File: config.mk
export PLATFORM = sky130hd
export DESIGN_NAME = isp_top
export DESIGN_NICKNAME = d
export VERILOG_FILES = /design/src/isp_pkg.sv /design/src/isp_top.sv /design/src/luma_accum.sv /design/src/pixel_scaler.sv /design/src/exposure_ctrl.sv /design/src/exposure_table.sv
export SDC_FILE = /design/constraint.sdc
export NUM_CORES = 1
export LEC_CHECK = 0
export BUFFER_PORTS_ARGS = -buffer_cell sky130_fd_sc_hd__buf_2
export CAP_MARGIN = 20
export CORE_MARGIN = 2
export CORE_UTILIZATION = 50
export CTS_CLUSTER_DIAMETER = 50
export CTS_CLUSTER_SIZE = 20
export DETAILED_ROUTE_END_ITERATION = 8
export PLACE_DENSITY = 0.76
export SLEW_MARGIN = 20
export SYNTH_ARGS = -nofsm -noshare
export SYNTH_HDL_FRONTEND = slang
export SYNTH_HIERARCHICAL = 1
export SYNTH_SLANG_ARGS = --single-unit
File: constraint.sdc
create_clock -name clk -period 16.4 [get_ports clk]
set_input_delay 1.64 -clock clk [delete_from_list [all_inputs] [get_ports clk]]
set_output_delay 1.64 -clock clk [all_outputs]
set_load 0.01 [all_outputs]
File: src/isp_pkg.sv
package isp_pkg;

    // ----------------------------------------
    // widths with a meaning
    // ----------------------------------------
    typedef logic [7:0]   pixel_t;
    typedef logic [127:0] beat_t;
    typedef logic [3:0]   pic_no_t;
    typedef logic [1:0]   ratio_t;
    typedef logic [3:0]   div_cnt_t;
    typedef logic [31:0]  addr_t;
    typedef logic [7:0]   burst_len_t;
    typedef logic [7:0]   beat_idx_t;
    typedef logic [19:0]  luma_sum_t;

    // ----------------------------------------
    // enums
    // ----------------------------------------
    typedef enum logic [1:0] {
        CH_RED   = 2'd0,
        CH_GREEN = 2'd1,
        CH_BLUE  = 2'd2
    } channel_e;

    typedef enum logic [2:0] {
        ST_IDLE   = 3'd0,
        ST_CHECK  = 3'd1,
        ST_ADDR   = 3'd2,
        ST_STREAM = 3'd3,
        ST_RESP   = 3'd4
    } ctrl_state_e;

    // ----------------------------------------
    // AXI channel payloads
    // ----------------------------------------
    // shared by AR and AW
    typedef struct packed {
        addr_t      addr;
        burst_len_t len;
    } axi_addr_t;

    typedef struct packed {
        beat_t    data;
        logic     last;
        channel_e channel;
    } w_beat_t;

    // ----------------------------------------
    // DRAM layout
    // ----------------------------------------
    localparam addr_t    DRAM_BASE         = 32'h0001_0000;
    localparam int       PIC_BYTES         = 3072;
    localparam int       BEATS_PER_PIC     = 192;
    localparam int       BEATS_PER_CHANNEL = 64;
    localparam int       PIXELS_PER_BEAT   = 16;
    localparam int       NUM_PICS          = 16;

    // exposure rules
    localparam div_cnt_t MAX_DIV_CNT       = 4'd8;
    localparam int       RATIO_UNITY       = 2;
    localparam int       LUMA_SHIFT        = 10;

endpackage
File: src/isp_top.sv
`timescale 1ns/100ps

module isp_top (
    input  logic               clk,
    input  logic               rst_n,

    // host side
    input  logic               in_valid,
    input  isp_pkg::pic_no_t   in_pic_no,
    input  isp_pkg::ratio_t    in_ratio_mode,
    output logic               out_valid,
    output isp_pkg::pixel_t    out_data,

    // read address
    output isp_pkg::axi_addr_t ar,
    output logic               arvalid,
    input  logic               arready,

    // read data
    input  isp_pkg::beat_t     rdata,
    input  logic               rlast,
    input  logic               rvalid,
    output logic               rready,

    // write address
    output isp_pkg::axi_addr_t aw,
    output logic               awvalid,
    input  logic               awready,

    // write data
    output isp_pkg::w_beat_t   w,
    output logic               wvalid,
    input  logic               wready,

    // write response
    input  logic [1:0]         bresp,
    input  logic               bvalid,
    output logic               bready
);
    import isp_pkg::*;

    pic_no_t   pic_no;
    ratio_t    ratio;
    div_cnt_t  div_cnt;
    logic      div_zero;
    logic      div_update;
    logic      start;
    logic      write_done;
    luma_sum_t luma_sum;

    exposure_ctrl u_ctrl (
        .clk           (clk),
        .rst_n         (rst_n),
        .in_valid      (in_valid),
        .in_pic_no     (in_pic_no),
        .in_ratio_mode (in_ratio_mode),
        .div_cnt       (div_cnt),
        .div_zero      (div_zero),
        .arready       (arready),
        .awready       (awready),
        .bvalid        (bvalid),
        .bresp         (bresp),
        .write_done    (write_done),
        .luma_sum      (luma_sum),
        .pic_no        (pic_no),
        .ratio         (ratio),
        .div_update    (div_update),
        .start         (start),
        .ar            (ar),
        .arvalid       (arvalid),
        .aw            (aw),
        .awvalid       (awvalid),
        .bready        (bready),
        .out_valid     (out_valid),
        .out_data      (out_data)
    );

    exposure_table u_table (
        .clk        (clk),
        .rst_n      (rst_n),
        .pic_no     (pic_no),
        .ratio      (ratio),
        .div_update (div_update),
        .div_cnt    (div_cnt),
        .div_zero   (div_zero)
    );

    pixel_scaler u_scaler (
        .clk        (clk),
        .rst_n      (rst_n),
        .start      (start),
        .ratio      (ratio),
        .rdata      (rdata),
        .rvalid     (rvalid),
        .rlast      (rlast),
        .wready     (wready),
        .rready     (rready),
        .w          (w),
        .wvalid     (wvalid),
        .write_done (write_done)
    );

    luma_accum u_luma (
        .clk      (clk),
        .rst_n    (rst_n),
        .start    (start),
        .w        (w),
        .wvalid   (wvalid),
        .wready   (wready),
        .luma_sum (luma_sum)
    );

endmodule

File: src/luma_accum.sv
`timescale 1ns/100ps

module luma_accum (
    input  logic               clk,
    input  logic               rst_n,
    input  logic               start,
    input  isp_pkg::w_beat_t   w,
    input  logic               wvalid,
    input  logic               wready,
    output isp_pkg::luma_sum_t luma_sum
);
    import isp_pkg::*;

    luma_sum_t sum_q;
    luma_sum_t beat_sum;

    // green weighs twice red or blue
    always_comb begin
        pixel_t pix;
        beat_sum = '0;
        for (int i = 0; i < PIXELS_PER_BEAT; i++) begin
            pix = w.data[i*8 +: 8];
            if (w.channel == CH_GREEN) begin
                beat_sum = beat_sum + luma_sum_t'(pix >> 1);
            end else begin
                beat_sum = beat_sum + luma_sum_t'(pix >> 2);
            end
        end
    end

    always_ff @(posedge clk or negedge rst_n) begin
        if (!rst_n) begin
            sum_q <= '0;
        end else if (start) begin
            sum_q <= '0;
        end else if (wvalid && wready) begin
            sum_q <= sum_q + beat_sum;
        end
    end

    assign luma_sum = sum_q;

endmodule

File: src/pixel_scaler.sv
`timescale 1ns/100ps

module pixel_scaler (
    input  logic              clk,
    input  logic              rst_n,
    input  logic              start,
    input  isp_pkg::ratio_t   ratio,
    input  isp_pkg::beat_t    rdata,
    input  logic              rvalid,
    input  logic              rlast,
    input  logic              wready,
    output logic              rready,
    output isp_pkg::w_beat_t  w,
    output logic              wvalid,
    output logic              write_done
);
    import isp_pkg::*;

    beat_t     hold_q;
    logic      hold_valid_q;
    logic      active_q;
    beat_idx_t beat_idx_q;
    logic      r_fire;
    logic      w_fire;

    function automatic beat_t scale_beat(input beat_t din, input ratio_t r);
        beat_t  dout;
        pixel_t pix;
        for (int i = 0; i < PIXELS_PER_BEAT; i++) begin
            pix = din[i*8 +: 8];
            case (r)
                2'd0: dout[i*8 +: 8] = pix >> 2;
                2'd1: dout[i*8 +: 8] = pix >> 1;
                2'd2: dout[i*8 +: 8] = pix;
                // saturate once the top bit would shift out
                default: dout[i*8 +: 8] = pix[7] ? 8'hff : pix << 1;
            endcase
        end
        return dout;
    endfunction

    // read only into an empty slot or one being drained this cycle
    assign rready = active_q && (!hold_valid_q || wready);
    assign r_fire = rvalid && rready;
    assign w_fire = hold_valid_q && wready;

    always_ff @(posedge clk or negedge rst_n) begin
        if (!rst_n) begin
            active_q     <= 1'b0;
            hold_valid_q <= 1'b0;
            beat_idx_q   <= '0;
        end else begin
            if (start) begin
                active_q <= 1'b1;
            end else if (r_fire && rlast) begin
                active_q <= 1'b0;
            end

            if (r_fire) begin
                hold_valid_q <= 1'b1;
            end else if (w_fire) begin
                hold_valid_q <= 1'b0;
            end

            if (start) begin
                beat_idx_q <= '0;
            end else if (w_fire) begin
                beat_idx_q <= beat_idx_q + 1'b1;
            end
        end
    end

    always_ff @(posedge clk) begin
        if (r_fire) begin
            hold_q <= scale_beat(rdata, ratio);
        end
    end

    // ----------------------------------------
    // W channel
    // ----------------------------------------
    assign w.data    = hold_q;
    assign w.last    = (beat_idx_q == beat_idx_t'(BEATS_PER_PIC - 1));
    assign w.channel = (beat_idx_q < beat_idx_t'(BEATS_PER_CHANNEL))     ? CH_RED   :
                       (beat_idx_q < beat_idx_t'(2 * BEATS_PER_CHANNEL)) ? CH_GREEN :
                                                                           CH_BLUE;
    assign wvalid     = hold_valid_q;
    assign write_done = w_fire && w.last;

endmodule

File: src/exposure_ctrl.sv
`timescale 1ns/100ps

module exposure_ctrl (
    input  logic               clk,
    input  logic               rst_n,

    input  logic               in_valid,
    input  isp_pkg::pic_no_t   in_pic_no,
    input  isp_pkg::ratio_t    in_ratio_mode,

    input  isp_pkg::div_cnt_t  div_cnt,
    input  logic               div_zero,

    input  logic               arready,
    input  logic               awready,
    input  logic               bvalid,
    input  logic [1:0]         bresp,
    input  logic               write_done,
    input  isp_pkg::luma_sum_t luma_sum,

    output isp_pkg::pic_no_t   pic_no,
    output isp_pkg::ratio_t    ratio,
    output logic               div_update,
    output logic               start,
    output isp_pkg::axi_addr_t ar,
    output logic               arvalid,
    output isp_pkg::axi_addr_t aw,
    output logic               awvalid,
    output logic               bready,
    output logic               out_valid,
    output isp_pkg::pixel_t    out_data
);
    import isp_pkg::*;

    ctrl_state_e state_q;
    pic_no_t     pic_no_q;
    ratio_t      ratio_q;
    logic        arvalid_q;
    logic        awvalid_q;
    logic        done_seen_q;
    logic        out_valid_q;
    pixel_t      out_data_q;

    axi_addr_t   burst;
    logic        ar_clear;
    logic        aw_clear;
    pixel_t      result;

    // ----------------------------------------
    // request capture
    // ----------------------------------------
    always_ff @(posedge clk) begin
        if (state_q == ST_IDLE && in_valid) begin
            pic_no_q <= in_pic_no;
            ratio_q  <= in_ratio_mode;
        end
    end

    assign pic_no = pic_no_q;
    assign ratio  = ratio_q;

    // one pulse per nonzero request, table and datapath together
    assign div_update = (state_q == ST_CHECK) && !div_zero;
    assign start      = div_update;

    // one picture per burst, same address for read and write back
    assign burst.addr = DRAM_BASE + addr_t'(pic_no_q) * addr_t'(PIC_BYTES);
    assign burst.len  = burst_len_t'(BEATS_PER_PIC - 1);
    assign ar = burst;
    assign aw = burst;

    assign ar_clear = !arvalid_q || arready;
    assign aw_clear = !awvalid_q || awready;

    // slave error on the write drops the result to zero
    assign result = bresp[1] ? '0 : pixel_t'(luma_sum >> LUMA_SHIFT);

    // ----------------------------------------
    // control FSM
    // ----------------------------------------
    always_ff @(posedge clk or negedge rst_n) begin
        if (!rst_n) begin
            state_q     <= ST_IDLE;
            arvalid_q   <= 1'b0;
            awvalid_q   <= 1'b0;
            done_seen_q <= 1'b0;
            out_valid_q <= 1'b0;
            out_data_q  <= '0;
        end else begin
            out_valid_q <= 1'b0;

            case (state_q)
                ST_IDLE: begin
                    if (in_valid) begin
                        state_q <= ST_CHECK;
                    end
                end
                ST_CHECK: begin
                    if (div_zero) begin
                        // count reads zero on this path
                        out_valid_q <= 1'b1;
                        out_data_q  <= pixel_t'(div_cnt);
                        state_q     <= ST_IDLE;
                    end else begin
                        arvalid_q <= 1'b1;
                        awvalid_q <= 1'b1;
                        state_q   <= ST_ADDR;
                    end
                end
                ST_ADDR: begin
                    if (arready) begin
                        arvalid_q <= 1'b0;
                    end
                    if (awready) begin
                        awvalid_q <= 1'b0;
                    end
                    if (ar_clear && aw_clear) begin
                        state_q <= ST_STREAM;
                    end
                end
                ST_STREAM: begin
                    if (write_done || done_seen_q) begin
                        state_q <= ST_RESP;
                    end
                end
                ST_RESP: begin
                    if (bvalid) begin
                        out_valid_q <= 1'b1;
                        out_data_q  <= result;
                        state_q     <= ST_IDLE;
                    end
                end
                default: begin
                    state_q <= ST_IDLE;
                end
            endcase

            // last W beat can fire before AW is taken
            if (start) begin
                done_seen_q <= 1'b0;
            end else if (write_done) begin
                done_seen_q <= 1'b1;
            end
        end
    end

    assign arvalid   = arvalid_q;
    assign awvalid   = awvalid_q;
    assign bready    = (state_q == ST_RESP);
    assign out_valid = out_valid_q;
    assign out_data  = out_data_q;

endmodule

File: src/exposure_table.sv
`timescale 1ns/100ps

module exposure_table (
    input  logic              clk,
    input  logic              rst_n,
    input  isp_pkg::pic_no_t  pic_no,
    input  isp_pkg::ratio_t   ratio,
    input  logic              div_update,
    output isp_pkg::div_cnt_t div_cnt,
    output logic              div_zero
);
    import isp_pkg::*;

    div_cnt_t   cnt_q [NUM_PICS];
    div_cnt_t   cur;
    div_cnt_t   cnt_next;
    logic [4:0] raised;
    logic [4:0] lowered;

    assign cur      = cnt_q[pic_no];
    assign div_cnt  = cur;
    assign div_zero = (cur == '0);

    // old + ratio - unity, clamped to 0..max
    assign raised  = {1'b0, cur} + {3'b000, ratio};
    assign lowered = raised - 5'(RATIO_UNITY);

    always_comb begin
        if (raised < 5'(RATIO_UNITY)) begin
            cnt_next = '0;
        end else if (lowered > {1'b0, MAX_DIV_CNT}) begin
            cnt_next = MAX_DIV_CNT;
        end else begin
            cnt_next = div_cnt_t'(lowered);
        end
    end

    always_ff @(posedge clk or negedge rst_n) begin
        if (!rst_n) begin
            for (int i = 0; i < NUM_PICS; i++) begin
                cnt_q[i] <= MAX_DIV_CNT;
            end
        end else if (div_update) begin
            cnt_q[pic_no] <= cnt_next;
        end
    end

endmodule

==> flow_metrics.py <==
metrics = {
    "synthesis": {
        "syn_avg_cell_area_um2": 9.70,
        "syn_inst": 2184,
        "ys_warn_count": 6,
        "synth_area_um2": 21200,
    },
    "clock_network": {
        "clock_path_buffers": 3,
        "clkTransAtPathRegs_ns": 0.06,
        "cts_sinks": 241,
        "hold_buffers": 0,
        "cts-root-buf": "clkbuf_16",
        "insertion_delay_ns": 0.55,
        "h-tree-depth": 2,
        "cts_tree": "yes",
        "cts_made_buffers": 34,
        "postCtsSetupBuffers": 0,
        "ctsResizeCount": 0,
    },
    "critical_path": {
        "crit_arrival_ns": 14.82,
        "critPathLaunchType": "flop",
        "path_max_fanout": 15,
        "end_kind": "flop",
        "cp.required_ns": 16.87,
        "cpMostUsedCell": "ha_1",
        "crit_type": "reg -> reg",
        "slowest_delay_ns": 0.52,
        "slowest_stage": "nor2b_4",
    },
    "placed_design": {
        "pre_cts_ws_ns": 2.20,
        "io_buffers": 300,
        "gp_congestion": 0.930,
        "dp_hpwl_mm": 42.6,
    },
    "detailed_routing": {
        "route.detailed.drc": 0,
        "ant_nets": 0,
        "first_iter_violations": 1607,
        "dr_total_vias": 17900,
        "routed_wl_mm": 57.2,
        "via_per_inst": 6.01,
        "first_pass_iters": 6,
        "wl_per_cell_um": 19.1,
    },
    "global_route": {
        "grt_pass1_vias": 16900,
        "overflow": 0,
        "grt_first_pass_wirelength_mm": 89.5,
        "grt_antenna_before_repair": 10,
        "track_usage_pct": 25.2,
        "grt_max_degree": 226,
    },
    "sta": {
        "slew_viol_final": 0,
        "setup_viol": 0,
        "relSlewSlack_pct": 20.3,
        "fin_ws_ns": 2.06,
        "period_minus_slack_ns": 14.34,
        "hold_violations": 0,
        "skew_ns": 0.0296,
        "period_share_pct": 87.5,
        "fmax_ghz": 0.0697,
        "rsz0062_at_grt": "false",
        "finalSetupTns_ns": 0,
        "tightest_slew_ns": 1.20,
    },
    "floorplan": {
        "dieArea_um2": 44000,
        "ioPinCount": 370,
        "fp.dieW_um": 210,
        "die_h_um": 210,
        "start_util_pct": 50.6,
        "design.core.area_um2": 41900,
        "num_rows": 75,
    },
    "run": {
        "maxCapViolCount": 0,
    },
    "cells_and_area": {
        "final_nets": 2713,
        "drive_gt1_share_pct": 22.9,
        "final.fill_count": 3573,
        "areaGrowthSynthToFinish_pct": 12.2,
    },
    "worst_hold_path": {
        "min_path_type": "reg -> reg",
    },
    "run_status": {
        "status": "complete, no violations",
    },
}
## layer usage
metal  GRT usage, %  wire [um]  part of all wire (%)
met3           5.55       4420                   7.7
met1           33.7      24200                    42
met5              0         84                  0.15
met4           8.34       1710                   3.0
met2           40.7      26700                    47
## state kept, by name, indices dropped and copies added, names as in the netlist, 2 cells and up
name,count
u_luma/luma_sum,18
u_ctrl/state_q,3
u_ctrl/out_data,8
u_ctrl/ratio,2
u_ctrl/pic_no,4
u_scaler/hold_q,128
u_table/cnt_q,64
u_scaler/beat_idx_q,8
## cells in the final DEF, fill, tap and decap left out, types with 8 or more instances in the layout
cell type,instances
nand3_1,32
mux2i_1,115
or3_1,9
nor3_1,32
ha_1,132
clkbuf_16,35
nor2b_1,65
and2_1,25
o21a_1,17
dfstp_2,16
xor2_1,32
o21bai_1,21
fa_1,18
nand2b_1,31
a31oi_1,8
buf_2,299
o221ai_1,65
nand4_1,24
xnor2_1,77
mux4_2,28
o21ai_1,17
o21ai_0,107
inv_1,105
mux2_2,93
nor2_1,97
a21o_1,37
conb_1,72
o31ai_1,71
edfxtp_1,134
a211oi_1,26
a21oi_1,186
nand2_1,135
dfrtp_1,91
buf_4,18
o22ai_1,22
## critical path, delay by kind of cell, from the launching register on
family / cells / cell delay, ns
adder cells (fa/ha/maj): 16 / 5.21
AND/OR/NAND/NOR: 13 / 2.51
XOR/XNOR: 9 / 1.38
buffers and inverters: 1 / 0.06
AO/OA/AOI/OAI: 22 / 4.11
flip-flops: 1 / 0.45
multiplexers: 2 / 0.53
## metrics by stage
stage / hold slack (ns) / instances / util, % / cell area [um^2]
after floorplan: 0.443 / 2253 / - / 21400
after global routing: 0.492 / 2984 / 56.8 / 23800
final: 0.475 / 2985 / 56.8 / 23800
after CTS: 0.477 / 2983 / 56.8 / 23800
after detailed placement: 0.465 / 2921 / 54.1 / 22600
after global placement: 0.455 / 2921 / 54.1 / 22600
## final timing paths
kind                                                     from                         endpoint  slack, ns  cells past startpoint
max in group asynchronous                               rst_n   u_luma/luma_sum[7]$_DFFE_PN0P_      14.05                      2
min                              u_table/cnt_q[2]$_DFFE_PN0P_     u_table/cnt_q[2]$_DFFE_PN0P_       0.48                      2
max                        u_scaler/beat_idx_q[7]$_DFFE_PN0P_  u_luma/luma_sum[17]$_DFFE_PN0P_       2.06                     63
max reg2reg                u_scaler/beat_idx_q[7]$_DFFE_PN0P_  u_luma/luma_sum[17]$_DFFE_PN0P_       2.06                     63
min in group asynchronous                               rst_n    u_table/cnt_q[37]$_DFFE_PN0P_       1.11                      1
min reg2reg                      u_table/cnt_q[2]$_DFFE_PN0P_     u_table/cnt_q[2]$_DFFE_PN0P_       0.48                      2
## layout make-up
class,instances,area [um^2],share of cell area [%]
Multi-Input combinational cell,1717,13200,55.5
Sequential cell,241,6720,28.3
Timing Repair Buffer,318,1650,6.95
Clock buffer,39,891,3.75
Tap cell,539,674,2.84
Inverter,106,398,1.67
Clock inverter,23,239,1.01
Antenna cell,2,5.00,0.0211
Power is not shown: default switching activity piles up to over one toggle a cycle in this logic, so the estimate is an artifact.
